`config.mk`:
```
export PLATFORM = sky130hd
export DESIGN_NAME = membus_csr_adapter
export DESIGN_NICKNAME = d
export VERILOG_FILES = /design/src/verilog/csr_adapter_pkg.sv /design/src/verilog/response_info_fifo.sv /design/src/verilog/unit_request_splitter.sv /design/src/verilog/response_assembler.sv /design/src/verilog/membus_csr_adapter.sv
export VERILOG_INCLUDE_DIRS = /design/src /design/src/include
export SDC_FILE = /design/constraint.sdc
export NUM_CORES = 1
export LEC_CHECK = 0
export ABC_AREA = 1
export BUFFER_PORTS_ARGS = -buffer_cell sky130_fd_sc_hd__clkbuf_2
export CORE_MARGIN = 8
export CORE_UTILIZATION = 34
export DETAILED_ROUTE_END_ITERATION = 8
export PLACE_DENSITY = 0.69
export SLEW_MARGIN = 0
export SYNTH_ARGS = -nofsm -noshare
export SYNTH_HDL_FRONTEND = slang
export SYNTH_SLANG_ARGS = --single-unit
```
`constraint.sdc`:
```
create_clock -name i_clk -period 3.65 [get_ports i_clk]
set_input_delay 0 -clock i_clk [delete_from_list [all_inputs] [get_ports i_clk]]
set_output_delay 0 -clock i_clk [all_outputs]
set_load 0.02 [all_outputs]
```
`src/include/csr_adapter_settings.svh`:
```
// ~~~~~~~~~~~~~~~~~~~~~~~~~~~~~~~~~~~~~~~~
// Memory bus to CSR bus adapter.
// Bus widths and the response info depth.
// ~~~~~~~~~~~~~~~~~~~~~~~~~~~~~~~~~~~~~~~~
`ifndef CSR_ADAPTER_SETTINGS_SVH
`define CSR_ADAPTER_SETTINGS_SVH

// Byte address width, shared by both buses.
`define CSRA_ADDR_W 16
`define CSRA_ID_W 4

// One CSR access moves one unit.
`define CSRA_UNIT_W 32
`define CSRA_UNITS 4

// Length field holds beats minus one.
`define CSRA_LEN_W 2

// Unit counter, up to 16 units per request.
`define CSRA_COUNT_W 5

// Max outstanding non-posted requests.
`define CSRA_NP_DEPTH 2

`endif

```
`src/verilog/csr_adapter_pkg.sv`:
```
// ~~~~~~~~~~~~~~~~~~~~~~~~~~~~~~~~~~~~~~~~
// Memory bus to CSR bus adapter types.
// ~~~~~~~~~~~~~~~~~~~~~~~~~~~~~~~~~~~~~~~~
`include "csr_adapter_settings.svh"

package csr_adapter_pkg;

  typedef enum logic [1:0] {
    MEM_READ     = 2'd0,
    MEM_WRITE    = 2'd1, // Posted.
    MEM_WRITE_NP = 2'd2
  } mem_cmd_e;

  typedef enum logic [1:0] {
    CSR_READ     = 2'd0,
    CSR_WRITE    = 2'd1, // No response.
    CSR_WRITE_NP = 2'd2
  } csr_cmd_e;

  typedef enum logic {
    RESP_DATA = 1'b0,
    RESP_ACK  = 1'b1
  } mem_resp_e;

  typedef struct packed {
    mem_cmd_e                 cmd;
    logic [`CSRA_ID_W-1:0]    id;
    logic [`CSRA_ADDR_W-1:0]  addr;
    logic [`CSRA_LEN_W-1:0]   len;
  } mem_cmd_t;

  typedef struct packed {
    logic [`CSRA_UNITS*`CSRA_UNIT_W-1:0]    data;
    logic [`CSRA_UNITS*`CSRA_UNIT_W/8-1:0]  byteen;
  } mem_wdata_t;

  typedef struct packed {
    mem_resp_e                            kind;
    logic [`CSRA_ID_W-1:0]                id;
    logic [`CSRA_UNITS*`CSRA_UNIT_W-1:0]  data;
    logic                                 error;
    logic                                 last;
  } mem_resp_t;

  typedef struct packed {
    csr_cmd_e                 cmd;
    logic [`CSRA_ADDR_W-1:0]  addr;
    logic [`CSRA_UNIT_W-1:0]  data;
  } csr_cmd_t;

  typedef struct packed {
    logic [`CSRA_UNIT_W-1:0]  data;
    logic                     error;
  } csr_resp_t;

  // One entry per non-posted request, in request order.
  typedef struct packed {
    mem_resp_e                        kind;
    logic [`CSRA_ID_W-1:0]            id;
    logic [$clog2(`CSRA_UNITS)-1:0]   unit_offset;
    logic [`CSRA_COUNT_W-1:0]         unit_count;  // CSR responses to expect.
    logic                             ignore;
  } resp_info_t;

endpackage

```
`src/verilog/response_info_fifo.sv`:
```
// ~~~~~~~~~~~~~~~~~~~~~~~~~~~~~~~~~~~~~~~~
// Response info FIFO, register ring.
// ~~~~~~~~~~~~~~~~~~~~~~~~~~~~~~~~~~~~~~~~
`include "csr_adapter_settings.svh"

module response_info_fifo
  import csr_adapter_pkg::*;
#(
  parameter int  DEPTH   = `CSRA_NP_DEPTH,
  parameter type entry_t = resp_info_t
)(
  input  logic   i_clk,
  input  logic   i_rst_n,
  input  logic   i_push,
  input  entry_t i_data,
  input  logic   i_pop,
  output entry_t o_data,
  output logic   o_empty,
  output logic   o_full
);

  localparam int PTR_W   = (DEPTH > 1) ? $clog2(DEPTH) : 1;
  localparam int COUNT_W = $clog2(DEPTH + 1);

  entry_t             ring [DEPTH];
  logic [PTR_W-1:0]   wr_ptr;
  logic [PTR_W-1:0]   rd_ptr;
  logic [COUNT_W-1:0] count;
  logic               do_push;
  logic               do_pop;

  function automatic logic [PTR_W-1:0] next_ptr(logic [PTR_W-1:0] ptr);
    return (ptr == PTR_W'(DEPTH - 1)) ? '0 : ptr + PTR_W'(1);
  endfunction

  always_comb begin
    o_empty = count == '0;
    o_full  = count == COUNT_W'(DEPTH);
    do_push = i_push && !o_full;
    do_pop  = i_pop && !o_empty;
    o_data  = ring[rd_ptr];
  end

  always_ff @(posedge i_clk or negedge i_rst_n) begin
    if (!i_rst_n) begin
      wr_ptr <= '0;
      rd_ptr <= '0;
      count  <= '0;
    end else begin
      if (do_push) wr_ptr <= next_ptr(wr_ptr);
      if (do_pop) rd_ptr <= next_ptr(rd_ptr);
      count <= count + COUNT_W'(do_push) - COUNT_W'(do_pop);
    end
  end

  always_ff @(posedge i_clk) begin
    if (do_push) begin
      ring[wr_ptr] <= i_data;
    end
  end

endmodule

```
`src/verilog/unit_request_splitter.sv`:
```
// ~~~~~~~~~~~~~~~~~~~~~~~~~~~~~~~~~~~~~~~~
// Request splitter. Walks a memory-bus
// request one unit at a time on the CSR bus.
// ~~~~~~~~~~~~~~~~~~~~~~~~~~~~~~~~~~~~~~~~
`include "csr_adapter_settings.svh"

module unit_request_splitter
  import csr_adapter_pkg::*;
(
  input  logic       i_clk,
  input  logic       i_rst_n,
  input  logic       i_force_np_write,
  input  logic       i_mem_cmd_valid,
  output logic       o_mem_cmd_accept,
  input  mem_cmd_t   i_mem_cmd,
  input  logic       i_mem_wdata_valid,
  output logic       o_mem_wdata_accept,
  input  mem_wdata_t i_mem_wdata,
  output logic       o_csr_cmd_valid,
  input  logic       i_csr_cmd_accept,
  output csr_cmd_t   o_csr_cmd,
  input  logic       i_info_full,
  output logic       o_info_push,
  output resp_info_t o_info
);

  localparam int UNIT_W   = `CSRA_UNIT_W;
  localparam int BYTES    = `CSRA_UNIT_W / 8;
  localparam int LSB      = $clog2(BYTES);
  localparam int OFFSET_W = $clog2(`CSRA_UNITS);
  localparam int WADDR_W  = `CSRA_ADDR_W - LSB;
  localparam int COUNT_W  = `CSRA_COUNT_W;

  logic                busy;
  logic                force_q;
  logic [COUNT_W-1:0]  remain_q;
  logic [OFFSET_W-1:0] lane_q;
  logic [WADDR_W-1:0]  waddr_q;
  logic [COUNT_W-1:0]  rsp_q;

  logic                force_cur;
  logic [COUNT_W-1:0]  remain_cur;
  logic [OFFSET_W-1:0] lane_cur;
  logic [WADDR_W-1:0]  waddr_cur;
  logic [COUNT_W-1:0]  rsp_cur;
  logic [COUNT_W-1:0]  rsp_next;
  csr_cmd_e            csr_cmd;
  logic                is_read;
  logic                is_write;
  logic                non_posted;
  logic                np_ready;
  logic                unit_en;
  logic                last_unit;
  logic                lane_last;
  logic                cmd_go;
  logic                step;

  // First unit comes straight from the command.
  always_comb begin
    if (busy) begin
      force_cur  = force_q;
      lane_cur   = lane_q;
      waddr_cur  = waddr_q;
      remain_cur = remain_q;
      rsp_cur    = rsp_q;
    end else begin
      force_cur  = i_force_np_write;
      lane_cur   = i_mem_cmd.addr[LSB+:OFFSET_W];
      waddr_cur  = i_mem_cmd.addr[LSB+:WADDR_W];
      remain_cur = ((COUNT_W'(i_mem_cmd.len) + COUNT_W'(1)) << OFFSET_W)
                   - COUNT_W'(i_mem_cmd.addr[LSB+:OFFSET_W]);
      rsp_cur    = '0;
    end
  end

  always_comb begin
    case (i_mem_cmd.cmd)
      MEM_READ:     csr_cmd = CSR_READ;
      MEM_WRITE_NP: csr_cmd = CSR_WRITE_NP;
      default:      csr_cmd = force_cur ? CSR_WRITE_NP : CSR_WRITE;
    endcase
  end

  always_comb begin
    is_read    = i_mem_cmd.cmd == MEM_READ;
    is_write   = i_mem_cmd.cmd inside {MEM_WRITE, MEM_WRITE_NP};
    non_posted = csr_cmd != CSR_WRITE;
    np_ready   = !non_posted || busy || !i_info_full; // Room for the info entry.
    unit_en    = |i_mem_wdata.byteen[lane_cur*BYTES+:BYTES];
    last_unit  = remain_cur == COUNT_W'(1);
    lane_last  = lane_cur == '1;

    cmd_go          = i_mem_cmd_valid && np_ready && (is_read || (is_write && i_mem_wdata_valid));
    o_csr_cmd_valid = cmd_go && (is_read || unit_en);
    // Empty write units advance without a CSR access.
    step            = cmd_go && (o_csr_cmd_valid ? i_csr_cmd_accept : 1'b1);

    o_mem_cmd_accept   = step && last_unit;
    o_mem_wdata_accept = step && is_write && (lane_last || last_unit);
  end

  always_comb begin
    o_csr_cmd.cmd  = csr_cmd;
    o_csr_cmd.addr = {waddr_cur, LSB'(0)};
    o_csr_cmd.data = i_mem_wdata.data[lane_cur*UNIT_W+:UNIT_W];
  end

  // Responses expected from this request, current access included.
  always_comb begin
    rsp_next = rsp_cur + COUNT_W'(o_csr_cmd_valid && i_csr_cmd_accept && non_posted);

    o_info_push        = step && last_unit && non_posted;
    o_info.kind        = is_read ? RESP_DATA : RESP_ACK;
    o_info.id          = i_mem_cmd.id;
    o_info.unit_offset = i_mem_cmd.addr[LSB+:OFFSET_W];
    o_info.unit_count  = rsp_next;
    o_info.ignore      = force_cur && (i_mem_cmd.cmd == MEM_WRITE);
  end

  always_ff @(posedge i_clk or negedge i_rst_n) begin
    if (!i_rst_n) begin
      busy     <= 1'b0;
      force_q  <= 1'b0;
      remain_q <= '0;
      lane_q   <= '0;
      waddr_q  <= '0;
      rsp_q    <= '0;
    end else if (step) begin
      busy     <= !last_unit;
      force_q  <= force_cur;
      remain_q <= remain_cur - COUNT_W'(1);
      lane_q   <= lane_cur + OFFSET_W'(1);
      waddr_q  <= waddr_cur + WADDR_W'(1); // Word addresses count upward.
      rsp_q    <= rsp_next;
    end
  end

endmodule

```
`src/verilog/response_assembler.sv`:
```
// ~~~~~~~~~~~~~~~~~~~~~~~~~~~~~~~~~~~~~~~~
// Response assembler. Packs CSR responses
// into memory-bus response beats.
// ~~~~~~~~~~~~~~~~~~~~~~~~~~~~~~~~~~~~~~~~
`include "csr_adapter_settings.svh"

module response_assembler
  import csr_adapter_pkg::*;
(
  input  logic       i_clk,
  input  logic       i_rst_n,
  input  resp_info_t i_info,
  input  logic       i_info_empty,
  output logic       o_info_pop,
  input  logic       i_csr_resp_valid,
  output logic       o_csr_resp_accept,
  input  csr_resp_t  i_csr_resp,
  output logic       o_mem_resp_valid,
  input  logic       i_mem_resp_accept,
  output mem_resp_t  o_mem_resp
);

  localparam int UNITS    = `CSRA_UNITS;
  localparam int UNIT_W   = `CSRA_UNIT_W;
  localparam int OFFSET_W = $clog2(`CSRA_UNITS);
  localparam int COUNT_W  = `CSRA_COUNT_W;

  logic                         busy;
  logic [COUNT_W-1:0]           count_q;
  logic [OFFSET_W-1:0]          lane_q;
  logic                         error_q;
  logic [UNITS-2:0][UNIT_W-1:0] lane_data_q;

  logic [COUNT_W-1:0]           count_cur;
  logic [OFFSET_W-1:0]          lane_cur;
  logic                         no_resp;
  logic                         last_resp;
  logic                         beat_end;
  logic                         csr_fire;
  logic [UNITS-1:0][UNIT_W-1:0] beat_data;

  always_comb begin
    count_cur = busy ? count_q : '0;
    lane_cur  = busy ? lane_q : i_info.unit_offset;
    no_resp   = i_info.unit_count == '0;
    last_resp = (count_cur + COUNT_W'(1)) == i_info.unit_count;
    // A read beat closes at the top lane, an ack only at the end.
    beat_end  = last_resp || ((i_info.kind == RESP_DATA) && (lane_cur == '1));
  end

  always_comb begin
    if (i_info_empty) begin
      o_csr_resp_accept = 1'b0; // Hold responses until the entry arrives.
      o_mem_resp_valid  = 1'b0;
    end else if (no_resp) begin
      o_csr_resp_accept = 1'b0;
      o_mem_resp_valid  = !i_info.ignore;
    end else if (i_info.ignore || !beat_end) begin
      o_csr_resp_accept = 1'b1;
      o_mem_resp_valid  = 1'b0;
    end else begin
      o_csr_resp_accept = i_mem_resp_accept;
      o_mem_resp_valid  = i_csr_resp_valid;
    end

    csr_fire   = i_csr_resp_valid && o_csr_resp_accept;
    o_info_pop = (csr_fire && last_resp)
                 || (!i_info_empty && no_resp && (i_info.ignore || i_mem_resp_accept));
  end

  // Current lane bypasses its register.
  always_comb begin
    for (int i = 0; i < UNITS - 1; i++) begin
      beat_data[i] = (lane_cur == OFFSET_W'(i)) ? i_csr_resp.data : lane_data_q[i];
    end
    beat_data[UNITS-1] = i_csr_resp.data;
  end

  always_comb begin
    o_mem_resp.kind  = i_info.kind;
    o_mem_resp.id    = i_info.id;
    o_mem_resp.data  = beat_data;
    o_mem_resp.error = error_q || (!no_resp && i_csr_resp.error);
    o_mem_resp.last  = last_resp || no_resp;
  end

  always_ff @(posedge i_clk or negedge i_rst_n) begin
    if (!i_rst_n) begin
      busy    <= 1'b0;
      count_q <= '0;
      lane_q  <= '0;
      error_q <= 1'b0;
    end else if (csr_fire) begin
      busy    <= !last_resp;
      count_q <= count_cur + COUNT_W'(1);
      lane_q  <= lane_cur + OFFSET_W'(1);
      error_q <= beat_end ? 1'b0 : (error_q | i_csr_resp.error); // Per beat.
    end
  end

  always_ff @(posedge i_clk) begin
    if (csr_fire && (lane_cur != '1)) begin
      lane_data_q[lane_cur] <= i_csr_resp.data;
    end
  end

endmodule

```
`src/verilog/membus_csr_adapter.sv`:
```
// ~~~~~~~~~~~~~~~~~~~~~~~~~~~~~~~~~~~~~~~~
// Memory bus to CSR bus adapter.
// Splits wide requests into unit accesses.
// ~~~~~~~~~~~~~~~~~~~~~~~~~~~~~~~~~~~~~~~~
`include "csr_adapter_settings.svh"

module membus_csr_adapter
  import csr_adapter_pkg::*;
(
  input  logic       i_clk,
  input  logic       i_rst_n,
  input  logic       i_force_np_write,
  input  logic       i_mem_cmd_valid,
  output logic       o_mem_cmd_accept,
  input  mem_cmd_t   i_mem_cmd,
  input  logic       i_mem_wdata_valid,
  output logic       o_mem_wdata_accept,
  input  mem_wdata_t i_mem_wdata,
  output logic       o_mem_resp_valid,
  input  logic       i_mem_resp_accept,
  output mem_resp_t  o_mem_resp,
  output logic       o_csr_cmd_valid,
  input  logic       i_csr_cmd_accept,
  output csr_cmd_t   o_csr_cmd,
  input  logic       i_csr_resp_valid,
  output logic       o_csr_resp_accept,
  input  csr_resp_t  i_csr_resp
);

  logic       info_full;
  logic       info_empty;
  logic       info_push;
  logic       info_pop;
  resp_info_t info_in;
  resp_info_t info_out;

  unit_request_splitter splitter_i (
    .i_clk              (i_clk),
    .i_rst_n            (i_rst_n),
    .i_force_np_write   (i_force_np_write),
    .i_mem_cmd_valid    (i_mem_cmd_valid),
    .o_mem_cmd_accept   (o_mem_cmd_accept),
    .i_mem_cmd          (i_mem_cmd),
    .i_mem_wdata_valid  (i_mem_wdata_valid),
    .o_mem_wdata_accept (o_mem_wdata_accept),
    .i_mem_wdata        (i_mem_wdata),
    .o_csr_cmd_valid    (o_csr_cmd_valid),
    .i_csr_cmd_accept   (i_csr_cmd_accept),
    .o_csr_cmd          (o_csr_cmd),
    .i_info_full        (info_full),
    .o_info_push        (info_push),
    .o_info             (info_in)
  );

  response_info_fifo #(
    .DEPTH   (`CSRA_NP_DEPTH),
    .entry_t (resp_info_t)
  ) info_fifo_i (
    .i_clk   (i_clk),
    .i_rst_n (i_rst_n),
    .i_push  (info_push),
    .i_data  (info_in),
    .i_pop   (info_pop),
    .o_data  (info_out),
    .o_empty (info_empty),
    .o_full  (info_full)
  );

  response_assembler assembler_i (
    .i_clk             (i_clk),
    .i_rst_n           (i_rst_n),
    .i_info            (info_out),
    .i_info_empty      (info_empty),
    .o_info_pop        (info_pop),
    .i_csr_resp_valid  (i_csr_resp_valid),
    .o_csr_resp_accept (o_csr_resp_accept),
    .i_csr_resp        (i_csr_resp),
    .o_mem_resp_valid  (o_mem_resp_valid),
    .i_mem_resp_accept (i_mem_resp_accept),
    .o_mem_resp        (o_mem_resp)
  );

endmodule

```
==> impl_metrics.toml <==
[route]
routed_wl_um = 29700
vias = 8758
post_drt_wl_per_cell_um = 16.0
drtIter0Drc = 581
antenna_left = 0
drt-pass1-iter-count = 5
viasPerCell = 4.72
route.detailed.drc = 0

[floorplanning]
initial_core_util_pct = 34.4
rows = 60
core_mm2 = 0.0267
dieArea_mm2 = 0.0325
io_pins = 399
die_y_um = 180
die_w_um = 180

[min_path]
holdPathEnd = "splitter_i.force_q"
worst_hold_path.num_cells = 5
hold_class = "input port to register"
hp-start = "i_force_np_write"

[timing]
max_slew_margin_pct = 56.7
post-route-period-util_pct = 85.9
setup_ws_ns = 0.514
hold_viol_final = 0
clock_skew_ns = 0.0172
worst_hold_slack_ns = 0.0124
max_slew.worst_pin.slew_ns = 0.649
finalMaxSlewViolations = 0
period_needed_ns = 3.14
fmax_ghz = 0.319
setup-violations-final = 0
rsz0062_at_grt = "no"

[critical_path]
path_max_fanout = 64
rr_startpoint = "splitter_i.busy"
regToRegEndpoint = "splitter_i.rsp_q[4]"
cp-end-kind = "primary output"
ff2ff_setup_slack_ns = 0.62
worstPathRequired_ns = 3.65
startpoint_type = "register"
worstSetupPathType = "register to primary output"
timing.critical_path.arrival_ns = 3.14
ff2ff_path_depth = 14

[final_layout]
final_nets = 1728
drive_gt1_share_pct = 31.5
final_common_cell = "nand2_1"
insertedDiodeCount = 0
syn_to_final_growth_pct = 33.5
layout_common_cells = "nand2_1 (450), clkbuf_2 (394), edfxtp_1 (122), nor2_1 (116), inv_1 (61)"

[pwr]
peakVddDrop_mv = 0.509
cellPowerDensity_mw_per_mm2 = 966
p_leak_nw = 6.18

[synthesis]
synth_area_per_cell_um2 = 8.25
synth_top_area_cell = "edfxtp_1"
synthTopCellsByArea = "edfxtp_1 (40%), nand2_1 (18%), dfrtp_1 (11%)"
syn_inst = 1114
ys.warnings.count = 0
synth_top_cell_area_share_pct = 39.9
netlist_area_mm2 = 0.00919
postSynth.asyncResetShare_pct = 25.2
synth_edf_count = 122
ys_seq_elements = 163
synth-seq-area-share_pct = 51.0
synth_top_flop_cell = "edfxtp_1"
netlist-cell-type-count = 42

[global_route]
grt_pass1_wl_um = 46400
grt_pass1_vias = 8419
grt_start_max_net_pins = 65
grt_util_all_layers_pct = 17.6
overflow = 0
grt_antenna_before_repair = 2

[clock_tree]
hold_buffers = 42
post_cts_resized = 0
htree_levels = 4
cts_root_buf = "clkbuf_16"
cts_buffer_depth = 2
cts.sinks = 163
cts_buffers = 17
cts_setup_buffers = 0
cts_tree = "done"
insertion_delay_ns = 0.42
clk_pin_slew_ns = 0.07

[run]
cap_violations = 0

[placed_design]
place_ws_ns = 0.613
gp_congestion = 0.905
dp_hpwl_um = 22100
port_buffers = 394

[outcome]
outcome = "finished clean"
==> cell type report <==
type | instances | area, µm²
inverters | 65 | 244
repair buffers | 456 | 2550
clock buffers | 18 | 429
well taps | 341 | 427
clock inverters | 14 | 174
fillers | 2548 | 14500
flip-flops and latches | 163 | 4690
multi-input cells | 797 | 3750
==> through the flow <==
stage / total power [mW] / util, % / area [µm²] / TNS (ns) / cells
final: 11.9 / 45.9 / 12300 / 0 / 1854
after global routing: 12.7 / 45.9 / 12300 / 0 / 1854
after CTS: 11.9 / 45.9 / 12300 / 0 / 1854
after detailed placement: 10.0 / 42.1 / 11200 / 0 / 1780
after global placement: 9.96 / 42.1 / 11200 / 0 / 1780
after floorplan: 7.63 / - / 9190 / -16.05 / 1115
==> Yosys cell counts, types with 4 or more instances <==
cell and instances:
nor2_2 4, xor2_1 11, buf_2 14, o211ai_1 4
nor4_1 4, ha_1 19, nand4_1 6, nand2_2 7
dfrtp_1 41, edfxtp_1 122, nand3_1 24, o21ai_0 57
xnor2_1 8, inv_2 4, or2_2 5, nor2_1 119
nand2_1 450, a21oi_1 6, inv_1 61, clkbuf_1 33
buf_4 38, o21ai_1 17, o32ai_1 32
==> worst max-delay path, cell delays in order (launching register included) <==
cell and delay [ns]:
dfrtp_1 0.76, inv_2 0.29, nand2_1 0.18, nand2_1 0.10, inv_1 0.08, buf_4 0.45, o21ai_0 0.20, o32ai_1 0.33
clkbuf_2 0.28
==> worst max-delay path by stage <==
stage	startpoint	endpoint	slack [ns]	cells after the start
after global routing	splitter_i.busy	splitter_i.rsp_q[4]	0.29	14
after detailed placement	splitter_i.busy	splitter_i.rsp_q[4]	0.61	14
after floorplan	info_fifo_i.rd_ptr	assembler_i.lane_data_q[0]	-0.17	12
final	splitter_i.busy	o_csr_cmd[31]	0.51	8
after CTS	splitter_i.busy	splitter_i.rsp_q[4]	0.60	14
after global placement	info_fifo_i.rd_ptr	assembler_i.lane_data_q[90]	0.75	12
==> metal layers <==
layer  wire length (µm)  vias up  global-route usage (%)  share of wire (%)
li1                   -     4379                       -                  -
met1              12600     3947                    21.4                 43
met2              13500      388                    28.3                 45
met3               2990       40                    7.14                 10
met4                600        4                    5.36                2.0
met5                 22        -                       0              0.074
==> state kept, by name, summed over array words and instances (netlist names) <==
signal and flops:
splitter_i.rsp_q 5, info_fifo_i.wr_ptr 1, assembler_i.count_q 5, info_fifo_i.ring 26
splitter_i.lane_q 2, assembler_i.lane_data_q 96, splitter_i.force_q 1, info_fifo_i.count 2
assembler_i.lane_q 2, info_fifo_i.rd_ptr 1, splitter_i.remain_q 5, splitter_i.busy 1
assembler_i.error_q 1, splitter_i.waddr_q 14, assembler_i.busy 1
==> power breakdown <==
part	switching [mW]	internal [mW]	leakage, nW
sequential	0.201	2.50	1.63
clock	0.782	1.04	0.297
combinational	5.17	2.17	4.26
total	6.15	5.71	6.18
==> cell families after synthesis <==
group	Yosys count	synth area share (%)
xor+xnor	19	1.81
flops	163	51.0
buf+inv	155	8.32
other cells	1	0.0408
compound gates	123	8.50
mux	2	0.218
simple gates	632	27.5
fa+ha+maj	19	2.59
Note: power is estimated with default switching activity, not from simulation.
